==> src/logic/icache_defines.svh <==
`ifndef ICACHE_DEFINES_SVH
`define ICACHE_DEFINES_SVH

// base geometry
`define ICACHE_WAY_BITS     3
`define ICACHE_INDEX_BITS   2
`define ICACHE_OFFSET_BITS  2
`define ICACHE_ALIGN_BITS   3
`define ICACHE_ADDR_BITS    32
`define ICACHE_CBUS_BYTES   4

// derived widths
`define ICACHE_NUM_WAYS     (2 ** `ICACHE_WAY_BITS)
`define ICACHE_NUM_SETS     (2 ** `ICACHE_INDEX_BITS)
`define ICACHE_DATA_BYTES   (2 ** `ICACHE_ALIGN_BITS)
`define ICACHE_DATA_BITS    (8 * `ICACHE_DATA_BYTES)
`define ICACHE_CBUS_BITS    (8 * `ICACHE_CBUS_BYTES)
`define ICACHE_SHAMT_BITS   (`ICACHE_ALIGN_BITS - $clog2(`ICACHE_CBUS_BYTES))
`define ICACHE_NONTAG_BITS  (`ICACHE_INDEX_BITS + `ICACHE_OFFSET_BITS + `ICACHE_ALIGN_BITS)
`define ICACHE_TAG_BITS     (`ICACHE_ADDR_BITS - `ICACHE_NONTAG_BITS)
`define ICACHE_COUNT_BITS   (`ICACHE_OFFSET_BITS + `ICACHE_SHAMT_BITS)
`define ICACHE_RAM_ADDR_BITS (`ICACHE_WAY_BITS + `ICACHE_INDEX_BITS + `ICACHE_OFFSET_BITS)
`define ICACHE_RAM_DEPTH    (2 ** `ICACHE_RAM_ADDR_BITS)

`endif

==> src/logic/icache_pkg.sv <==
`include "icache_defines.svh"

package icache_pkg;

    typedef logic [`ICACHE_TAG_BITS-1:0]    tag_t;
    typedef logic [`ICACHE_INDEX_BITS-1:0]  index_t;
    typedef logic [`ICACHE_OFFSET_BITS-1:0] offset_t;
    typedef logic [`ICACHE_SHAMT_BITS-1:0]  shamt_t;
    typedef logic [`ICACHE_WAY_BITS-1:0]    way_t;
    typedef logic [`ICACHE_DATA_BITS-1:0]   data_t;
    typedef logic [`ICACHE_DATA_BYTES-1:0]  strobe_t;
    typedef logic [`ICACHE_CBUS_BITS-1:0]   cbus_data_t;

    // one bit per inner node of the way tree
    typedef logic [`ICACHE_NUM_WAYS-2:0] select_t;

    // byte address as seen by the fetch port
    typedef struct packed {
        tag_t       tag;
        index_t     index;
        offset_t    offset;
        shamt_t     shamt;
        logic [1:0] zeros;
    } addr_t;

    // position of a word in the data RAM
    typedef struct packed {
        way_t    way;
        index_t  index;
        offset_t offset;
    } iaddr_t;

    typedef struct packed {
        logic valid;
        tag_t tag;
    } line_t;

    // beat number within a line
    typedef struct packed {
        offset_t offset;
        shamt_t  shamt;
    } count_t;

    typedef struct packed {
        logic  req;
        addr_t addr;
    } ibus_req_t;

    typedef struct packed {
        logic   addr_ok;
        logic   data_ok;
        data_t  data;
        shamt_t index;
    } ibus_resp_t;

    typedef struct packed {
        logic                         valid;
        logic                         is_write;
        logic [`ICACHE_ADDR_BITS-1:0] addr;
        logic [2:0]                   order;
        cbus_data_t                   wdata;
    } cbus_req_t;

    typedef struct packed {
        logic       okay;
        logic       last;
        cbus_data_t rdata;
    } cbus_resp_t;

endpackage

==> src/logic/icache_plru.sv <==
`timescale 1ns/1ps
`include "icache_defines.svh"

module icache_plru import icache_pkg::*; (
    input  select_t select,
    input  way_t    hit_way,
    output way_t    victim,
    output select_t new_select
);

    // tree nodes kept heap style with children of n at 2n+1 and 2n+2
    // a zero bit points to the lower half

    always_comb begin
        int walk;
        walk = 0;
        victim = '0;
        for (int lvl = 0; lvl < `ICACHE_WAY_BITS; lvl++) begin
            // way number is built msb first from the root
            victim[`ICACHE_WAY_BITS-1-lvl] = select[walk];
            walk = 2 * walk + 1 + int'(select[walk]);
        end
    end

    always_comb begin
        int path;
        logic dir;
        new_select = select;
        path = 0;
        for (int lvl = 0; lvl < `ICACHE_WAY_BITS; lvl++) begin
            dir = hit_way[`ICACHE_WAY_BITS-1-lvl];
            // point each node on the path to the other subtree
            new_select[path] = ~dir;
            path = 2 * path + 1 + int'(dir);
        end
    end

endmodule

==> config.mk <==
export PLATFORM = sky130hd
export DESIGN_NAME = icache_plru
export DESIGN_NICKNAME = d
export VERILOG_FILES = /design/src/logic/icache_pkg.sv /design/src/logic/icache_plru.sv
export VERILOG_INCLUDE_DIRS = /design/src /design/src/logic
export SDC_FILE = /design/constraint.sdc
export NUM_CORES = 1
export LEC_CHECK = 0
export BUFFER_PORTS_ARGS = -buffer_cell sky130_fd_sc_hd__buf_2
export CAP_MARGIN = 20
export CORE_AREA = 4 4 41 43
export DETAILED_ROUTE_END_ITERATION = 8
export DIE_AREA = 0 0 45 47
export GPL_TIMING_DRIVEN = 0
export PLACE_DENSITY_LB_ADDON = 0.1
export SLEW_MARGIN = 15
export SYNTH_ARGS = -nofsm -noshare
export SYNTH_HDL_FRONTEND = slang
export SYNTH_SLANG_ARGS = --single-unit
==> constraint.sdc <==
create_clock -name vclk -period 1.8
set_input_delay 0.36 -clock vclk [all_inputs]
set_output_delay 0.36 -clock vclk [all_outputs]
set_load 0.02 [all_outputs]
==> results by group <==
Power
  – Worst vdd ir: 0.111 mV
  – P_leak: 0.000235 uW
  – PwrDens: 333 mW/mm^2

Timing
  – Count of final setup violators: 1
  – Setup TNS Final: -0.140 ns
  – Post-route minimum period: 1.94 ns
  – Measured slew at the worst slew-check pin: 0.235 ns
  – Fmax: 0.515 GHz
  – RSZ-0062 raised after global routing: true
  – Headroom to the max-slew limit: 84.4%
  – Final worst setup slack: -0.140 ns
  – Period utilization: 108%
  – Final Max Tran Viols: 0
  – Final Hold Vio Count: 0

Critical path
  – Crit path max-delay family: multiplexers
  – WP data required: 1.44 ns
  – Kind of start point of the critical path: input pin
  – Worst-path cell chain: buf_8, mux2i_4, ha_4, mux2i_1, mux2_4, o32ai_4, buf_6
  – Type of element capturing the critical path: output port
  – Slowest CP cell: mux2_4
  – Buf/Inv on CP: 2
  – Largest stage delay, worst path: 0.28 ns
  – Critical path class: input pin to output port
  – Critical path arrival: 1.58 ns
  – Worst Path Max Fanout: 5

Cells and area
  – Share of layout cells above drive strength 1: 50.9%
  – Design Area, Final: 443 sq um
  – Most frequent cells in the layout: buf_2, a21oi_1, nor2_1
  – Antenna Cells: 0
  – Layout Area Growth over Synthesis: 86.3%
  – Register area: 0 sq um
  – FF+latch count: 0
  – Commonest non-fill, non-tap cell in the layout: buf_2
  – Nets: 74
  – Layout Utilization: 34.0%
  – Finished Layout Cells: 72
  – Clock buf count: 0

Route
  – 1st-pass router iterations: 1
  – Via-per-instance ratio: 4.24
  – Iter 0 DRT Violations: 0
  – Antenna-violating nets left: 0
  – DRC: 0
  – Routed WL per cell: 9.82 um
  – Vias: 305
  – Final wirelength: 707 um

Synthesis
  – Mapped Avg Cell Area: 6.99 sq um
  – Register area share after synthesis: 0%
  – Cells after Synth: 34
  – Count of different cell masters after synthesis: 15
  – Mapped Nets: 49
  – Area of the mapped netlist: 238 sq um
  – Ys Warns: 0

Outcome
  – Outcome: complete, but fails checks
  – Failing checks: negative setup slack

Place
  – Area of placed instances: 400 sq um
  – Input/output buffers: 20
  – Detail Placement HPWL: 622 um
  – Routability cong.: 0.612
  – Placed Cells incl. Taps: 69

Floorplanning
  – Die extent in x: 45 um
  – Core area: 0.00130 sq mm
  – Row Count: 13
  – Die H: 47 um
  – # IOs: 20
  – Die area: 0.00212 sq mm
  – Initial Utilization: 18.3%

Global routing
  – First-pass GRT wire length: 1070 um
  – Vias in the first global route: 250
  – Largest net degree at the start of global routing: 7
  – Gr usage total: 6.37%
  – Initial antenna violation count: 0
  – GRT overflow: 0

Clock tree
  – Hold Buf Count CTS: 0

Min path
  – Hold Path Class: input pin to output port

Flow run
  – Max Cap Viol: 0
==> path summary, 6_finish.rpt <==
check,endpoint,cells past startpoint,slack (ns),start
worst max-delay path,victim[0],7,-0.14,select[0]
worst min-delay path,new_select[4],3,1.06,hit_way[0]
==> stage by stage <==
step	setup WS [ns]	hold slack, ns	total power (uW)
after floorplan	0.00786	0.833	86.4
after global placement	-0.402	1.07	133
after detailed placement	-0.383	1.06	132
after CTS	-0.178	1.06	148
after global routing	-0.197	1.08	160
final	-0.140	1.06	147
==> worst min-delay path: cells and delay by family <==
family                 cells  cell delay, ns
AO/OA/AOI/OAI              1            0.07
buffers and inverters      2            0.27
==> Yosys cell counts <==
master	number	area share (%)
a21oi_1	6	13
and2b_1	1	3.2
buf_4	1	3.2
ha_1	5	26
inv_1	4	6.3
mux2_1	1	4.7
mux2_2	1	4.7
mux2i_1	3	13
nand2_1	1	1.6
nand2b_1	2	5.3
nand3_1	1	2.1
nor2_1	5	7.9
o21ai_0	1	2.1
o22a_1	1	3.7
o32ai_1	1	3.7
==> area by class of cell <==
type                            instances  area [sq um]
Buffer                                  1          7.51
Fill cell                             159           858
Inverter                                4          15.0
Multi-Input combinational cell         29           263
Tap cell                               15          18.8
Timing Repair Buffer                   23           139
==> timing repair <==
action / in CTS / in global routing
hold endpoints to repair: 0 / 0
pin swaps: 2 / 2
gates resized for setup: 7 / 0
setup endpoints to repair: 1 / 1
setup buffers: 2 / 1
==> layer usage <==
layer  wire length [um]  vias to the layer above  global-route usage [%]
li1                   -                      163                       -
met1                307                      131                    9.21
met2                338                       11                    11.0
met3                 62                        0                   0.383
met4                  0                        0                       0
met5                  0                        -                       0
==> kinds of logic (layout without fill, tap and decap cells) <==
family | count (synthesis) | in the layout | synth area share (%)
AO/OA/AOI/OAI | 9 | 9 | 22.1
AND/OR/NAND/NOR | 10 | 10 | 20.0
multiplexers | 5 | 5 | 22.1
adder cells (fa/ha/maj) | 5 | 5 | 26.3
buffers and inverters | 5 | 28 | 9.47
==> power breakdown <==
part / internal, uW / switching, uW
clock: 0 / 0
sequential: 0 / 0
combinational: 72.4 / 74.9
total: 72.4 / 74.9
(Power assumes the default switching activity.)
