File: src/logic/icache_defines.svh
`ifndef ICACHE_DEFINES_SVH
`define ICACHE_DEFINES_SVH

// base geometry
`define ICACHE_WAY_BITS     3
`define ICACHE_INDEX_BITS   2
`define ICACHE_OFFSET_BITS  2
`define ICACHE_ALIGN_BITS   3
`define ICACHE_ADDR_BITS    32
`define ICACHE_CBUS_BYTES   4

// derived widths
`define ICACHE_NUM_WAYS     (2 ** `ICACHE_WAY_BITS)
`define ICACHE_NUM_SETS     (2 ** `ICACHE_INDEX_BITS)
`define ICACHE_DATA_BYTES   (2 ** `ICACHE_ALIGN_BITS)
`define ICACHE_DATA_BITS    (8 * `ICACHE_DATA_BYTES)
`define ICACHE_CBUS_BITS    (8 * `ICACHE_CBUS_BYTES)
`define ICACHE_SHAMT_BITS   (`ICACHE_ALIGN_BITS - $clog2(`ICACHE_CBUS_BYTES))
`define ICACHE_NONTAG_BITS  (`ICACHE_INDEX_BITS + `ICACHE_OFFSET_BITS + `ICACHE_ALIGN_BITS)
`define ICACHE_TAG_BITS     (`ICACHE_ADDR_BITS - `ICACHE_NONTAG_BITS)
`define ICACHE_COUNT_BITS   (`ICACHE_OFFSET_BITS + `ICACHE_SHAMT_BITS)
`define ICACHE_RAM_ADDR_BITS (`ICACHE_WAY_BITS + `ICACHE_INDEX_BITS + `ICACHE_OFFSET_BITS)
`define ICACHE_RAM_DEPTH    (2 ** `ICACHE_RAM_ADDR_BITS)

`endif

File: src/logic/icache_pkg.sv
`include "icache_defines.svh"

package icache_pkg;

    typedef logic [`ICACHE_TAG_BITS-1:0]    tag_t;
    typedef logic [`ICACHE_INDEX_BITS-1:0]  index_t;
    typedef logic [`ICACHE_OFFSET_BITS-1:0] offset_t;
    typedef logic [`ICACHE_SHAMT_BITS-1:0]  shamt_t;
    typedef logic [`ICACHE_WAY_BITS-1:0]    way_t;
    typedef logic [`ICACHE_DATA_BITS-1:0]   data_t;
    typedef logic [`ICACHE_DATA_BYTES-1:0]  strobe_t;
    typedef logic [`ICACHE_CBUS_BITS-1:0]   cbus_data_t;

    // one bit per inner node of the way tree
    typedef logic [`ICACHE_NUM_WAYS-2:0] select_t;

    // byte address as seen by the fetch port
    typedef struct packed {
        tag_t       tag;
        index_t     index;
        offset_t    offset;
        shamt_t     shamt;
        logic [1:0] zeros;
    } addr_t;

    // position of a word in the data RAM
    typedef struct packed {
        way_t    way;
        index_t  index;
        offset_t offset;
    } iaddr_t;

    typedef struct packed {
        logic valid;
        tag_t tag;
    } line_t;

    // beat number within a line
    typedef struct packed {
        offset_t offset;
        shamt_t  shamt;
    } count_t;

    typedef struct packed {
        logic  req;
        addr_t addr;
    } ibus_req_t;

    typedef struct packed {
        logic   addr_ok;
        logic   data_ok;
        data_t  data;
        shamt_t index;
    } ibus_resp_t;

    typedef struct packed {
        logic                         valid;
        logic                         is_write;
        logic [`ICACHE_ADDR_BITS-1:0] addr;
        logic [2:0]                   order;
        cbus_data_t                   wdata;
    } cbus_req_t;

    typedef struct packed {
        logic       okay;
        logic       last;
        cbus_data_t rdata;
    } cbus_resp_t;

endpackage

File: src/logic/icache_refill.sv
`timescale 1ns/1ps
`include "icache_defines.svh"

module icache_refill import icache_pkg::*; (
    input  logic       clk,
    input  logic       resetn,
    input  logic       start,
    input  addr_t      start_addr,
    input  way_t       victim,
    input  iaddr_t     lookup_pos,
    input  shamt_t     lookup_half,
    output logic       line_busy,
    output logic       beat_ready,
    output logic       free,
    output strobe_t    wr_en,
    output iaddr_t     wr_pos,
    output data_t      wr_data,
    output cbus_req_t  cbus_req,
    input  cbus_resp_t cbus_resp
);

    localparam int      ratio     = `ICACHE_DATA_BYTES / `ICACHE_CBUS_BYTES;
    localparam strobe_t beat_mask = strobe_t'({`ICACHE_CBUS_BYTES{1'b1}});

    logic   busy;
    addr_t  miss_addr;
    way_t   miss_way;
    count_t count;
    logic [2**`ICACHE_COUNT_BITS-1:0] ready;

    logic   beat;
    count_t lookup_count;
    addr_t  line_addr;

    assign beat = busy && cbus_resp.okay;

    // free now or after this edge
    assign free = !busy || (beat && cbus_resp.last);

    always_ff @(posedge clk) begin
        if (resetn) begin
            busy <= 1'b0;
        end else if (free) begin
            busy <= start;
        end
    end

    always_ff @(posedge clk) begin
        if (start) begin
            miss_addr    <= start_addr;
            miss_way     <= victim;
            // requested beat comes first
            count.offset <= start_addr.offset;
            count.shamt  <= start_addr.shamt;
            ready        <= '0;
        end else if (beat) begin
            ready[count] <= 1'b1;
            count        <= count_t'(count + 1'b1);
        end
    end

    // RAM write side
    assign wr_pos.way    = miss_way;
    assign wr_pos.index  = miss_addr.index;
    assign wr_pos.offset = count.offset;
    assign wr_data       = {ratio{cbus_resp.rdata}};
    assign wr_en         = beat ? strobe_t'(beat_mask << (count.shamt * `ICACHE_CBUS_BYTES))
                                : '0;

    // does the fetch land on the line in flight, and is its beat there
    assign lookup_count.offset = lookup_pos.offset;
    assign lookup_count.shamt  = lookup_half;

    assign line_busy  = busy && (lookup_pos.way == miss_way) &&
                        (lookup_pos.index == miss_addr.index);
    assign beat_ready = ready[lookup_count];

    always_comb begin
        line_addr          = miss_addr;
        line_addr.zeros    = '0;
        cbus_req.valid     = busy;
        cbus_req.is_write  = 1'b0;
        cbus_req.addr      = line_addr;
        // log2 of the beats in one line
        cbus_req.order     = 3'(`ICACHE_COUNT_BITS);
        cbus_req.wdata     = '0;
    end

endmodule

File: config.mk
export PLATFORM = sky130hd
export DESIGN_NAME = icache_refill
export DESIGN_NICKNAME = d
export VERILOG_FILES = /design/src/logic/icache_pkg.sv /design/src/logic/icache_refill.sv
export VERILOG_INCLUDE_DIRS = /design/src /design/src/logic
export SDC_FILE = /design/constraint.sdc
export NUM_CORES = 1
export LEC_CHECK = 0
export BUFFER_PORTS_ARGS = -buffer_cell sky130_fd_sc_hd__buf_2
export CORE_AREA = 2 2 89 91
export DETAILED_ROUTE_END_ITERATION = 7
export DIE_AREA = 0 0 91 93
export GPL_TIMING_DRIVEN = 0
export PLACE_DENSITY = 0.7
export SYNTH_ARGS = -nofsm -noshare
export SYNTH_HDL_FRONTEND = slang
export SYNTH_SLANG_ARGS = --single-unit
File: constraint.sdc
create_clock -name clk -period 3.24 [get_ports clk]
set_input_delay 0.324 -clock clk [delete_from_list [all_inputs] [get_ports clk]]
set_output_delay 0.324 -clock clk [all_outputs]
set_load 0.005 [all_outputs]
==> flow_metrics.env <==
export IMPL_cp_max_fo=8
export IMPL_die_w_um=91
export IMPL_totalPowerFinal_mw=1.406
export IMPL_tightest_slew_ns=0.8524
export IMPL_drv_cap=0
export IMPL_wl_per_cell_um=11.30
export IMPL_yosysWarningCount=0
export IMPL_h_tree_depth=2
export IMPL_io_buffers=158
export IMPL_layout_common_cells="158 x buf_2, 113 x buf_4, 38 x conb_1"
export IMPL_finalCriticalPeriod_ns=1.893
export IMPL_p_per_area_mw_per_mm2=391.4
export IMPL_dpl_hpwl_um=4767
export IMPL_required_ns=2.92
export IMPL_cts_buffers=5
export IMPL_final_common_cell="buf_2"
export IMPL_final_util_pct=47.74
export IMPL_gp_congestion=0.6943
export IMPL_wl_um=5765
export IMPL_drive_above_1_share_pct=68.63
export IMPL_core_area_mm2=0.007527
export IMPL_rsz0062_at_grt="no"
export IMPL_p_leak_nw=1.950
export IMPL_dr_max_layer_used="met4"
export IMPL_post_cts_buffers=0
export IMPL_synth_seq_cells=45
export IMPL_peakVddDrop_uv=196.0
export IMPL_area_delta_synth_final_pct=48.12
export IMPL_fillers=738
export IMPL_clk_pin_slew_worst_paths_ns=0.08
export IMPL_routed_via_density=3.604
export IMPL_antenna_found_initial=0
export IMPL_worstSetupEndpointType="output pin"
export IMPL_cts_resized=0
export IMPL_die_area_mm2=0.008463
export IMPL_met1Wirelength_um=1932
export IMPL_r2r_start="wr_pos[0]"
export IMPL_yosys_area_top_type="edfxtp_1"
export IMPL_synth_top_area_share_pct=44.56
export IMPL_final_setup_tns_ns=0
export IMPL_grt_max_degree=40
export IMPL_start_kind="flop"
export IMPL_start_util_pct=32.23
export IMPL_arrival_ns=1.57
export IMPL_post_route_period_util_pct=58.44
export IMPL_dieHeight_um=93
export IMPL_cts_max_path_buffers=2
export IMPL_fmax_mhz=528.2
export IMPL_root_buffer="clkbuf_8"
export IMPL_cts_sinks=45
export IMPL_ios=231
export IMPL_final_setup_skew_ns=0.002854
export IMPL_hold_path_class="in2reg"
export IMPL_grtUsageTotal_pct=12.74
export IMPL_grt_pass1_wl_um=8604
export IMPL_crit_type="reg2out"
export IMPL_syn_area_mm2=0.002426
export IMPL_hold_viol_final=0
export IMPL_min_from="resetn"
export IMPL_antenna_left=0
export IMPL_placedInstanceArea_mm2=0.003480
export IMPL_cts_tree="done"
export IMPL_clk_latency_ns=0.29
export IMPL_netlist_instances=206
export IMPL_avgSynthCellArea_um2=11.78
export IMPL_postCtsHoldBufs=0
export IMPL_drt_first_iter_violations=30
export IMPL_cp_startpoint="busy"
export IMPL_dr_pass1_iters=4
export IMPL_seq_area_frac_synth_pct=51.99
export IMPL_layout_nets=488
export IMPL_setup_violations_final=0
export IMPL_grt_pass1_vias=1748
export IMPL_final_area_mm2=0.003593
export IMPL_wl_met2_um=3241
export IMPL_final_max_slew_viol_count=0
export IMPL_drcViolationCount=0
export IMPL_synth_area_leaders="edfxtp_1 45%, buf_4 35%, dfxtp_1 7.4%"
export IMPL_yosysUniqueCellTypes=20
export IMPL_wl_met3_um=526
export IMPL_num_antenna_cells=0
export IMPL_row_count=32
export IMPL_status="finished clean"
export IMPL_grt_ovfl_total=0
export IMPL_slew_headroom_pct=43.17
export IMPL_vias=1838
-- area by class of cell --
| class | count | area (µm²) | area share, % |
|---|---|---|---|
| well taps | 102 | 127.6 | 3.552 |
| plain buffers | 116 | 859.6 | 23.92 |
| flip-flops and latches | 45 | 1261 | 35.10 |
| clock inverters | 3 | 45.04 | 1.253 |
| repair buffers | 158 | 790.8 | 22.01 |
| clock buffers | 5 | 68.82 | 1.915 |
| multi-input cells | 81 | 440.4 | 12.26 |
-- where the power goes --
group / internal, mW / total [mW] / switching [mW]
Clock: 0.233 / 0.436 / 0.203
Sequential: 0.670 / 0.691 / 0.0212
Combinational: 0.176 / 0.280 / 0.104
-- metal layers --
metal / global-route usage [%] / vias to the layer above
li1: - / 931
met1: 13.46 / 795
met2: 24.51 / 106
met3: 3.465 / 6
met4: 3.914 / 0
met5: 0 / -
-- logic make-up after synthesis --
kind of cell / share of synthesized area (%)
compound gates: 2.682
xor+xnor: 2.166
fa+ha+maj: 0.5156
buf+inv: 35.43
flops: 51.99
mux: 3.094
other cells: 0.3096
simple gates: 3.816
-- stage by stage --
step / setup slack, ns / instances / hold WS [ns]
floorplan: 1.810 / 242 / 0.3964
global route: 1.237 / 510 / 0.1756
global placement: 1.354 / 502 / 0.4425
finish: 1.347 / 510 / 0.1745
detailed placement: 1.317 / 502 / 0.4546
CTS: 1.297 / 510 / 0.1583
-- final timing paths --
| kind | endpoint | slack [ns] | depth (start not counted) |
|---|---|---|---|
| hold reg to reg | ready[1] | 0.47 | 2 |
| setup / recovery | wr_en[3] | 1.35 | 4 |
| hold / removal | busy | 0.17 | 2 |
| setup reg to reg | wr_pos[0] | 1.92 | 2 |
-- cell usage after synthesis --
cell / instances
and3b_1: 1
xor2_1: 4
and3_1: 2
ha_1: 1
buf_4: 113
conb_1: 2
o21ai_0: 2
a21oi_1: 7
mux4_1: 2
clkbuf_1: 3
dfxtp_1: 9
mux2_2: 2
edfxtp_1: 36
nor2_1: 10
nor2b_1: 2
xnor2_1: 2
nand2_1: 4
nor4_1: 1
a31oi_1: 2
a21o_1: 1
-- critical path: stages, from the launching register on --
cell and delay (ns):
dfxtp_1 0.50, and3b_1 0.20, clkbuf_1 0.31, buf_4 0.17
buf_2 0.10
-- registers in the layout, indices dropped and copies added (netlist names) --
| name | flops |
|---|---|
| cbus_req | 30 |
| ready | 8 |
| miss_way | 3 |
| wr_pos | 2 |
| busy | 1 |
| count | 1 |
(Power assumes the default switching activity.)
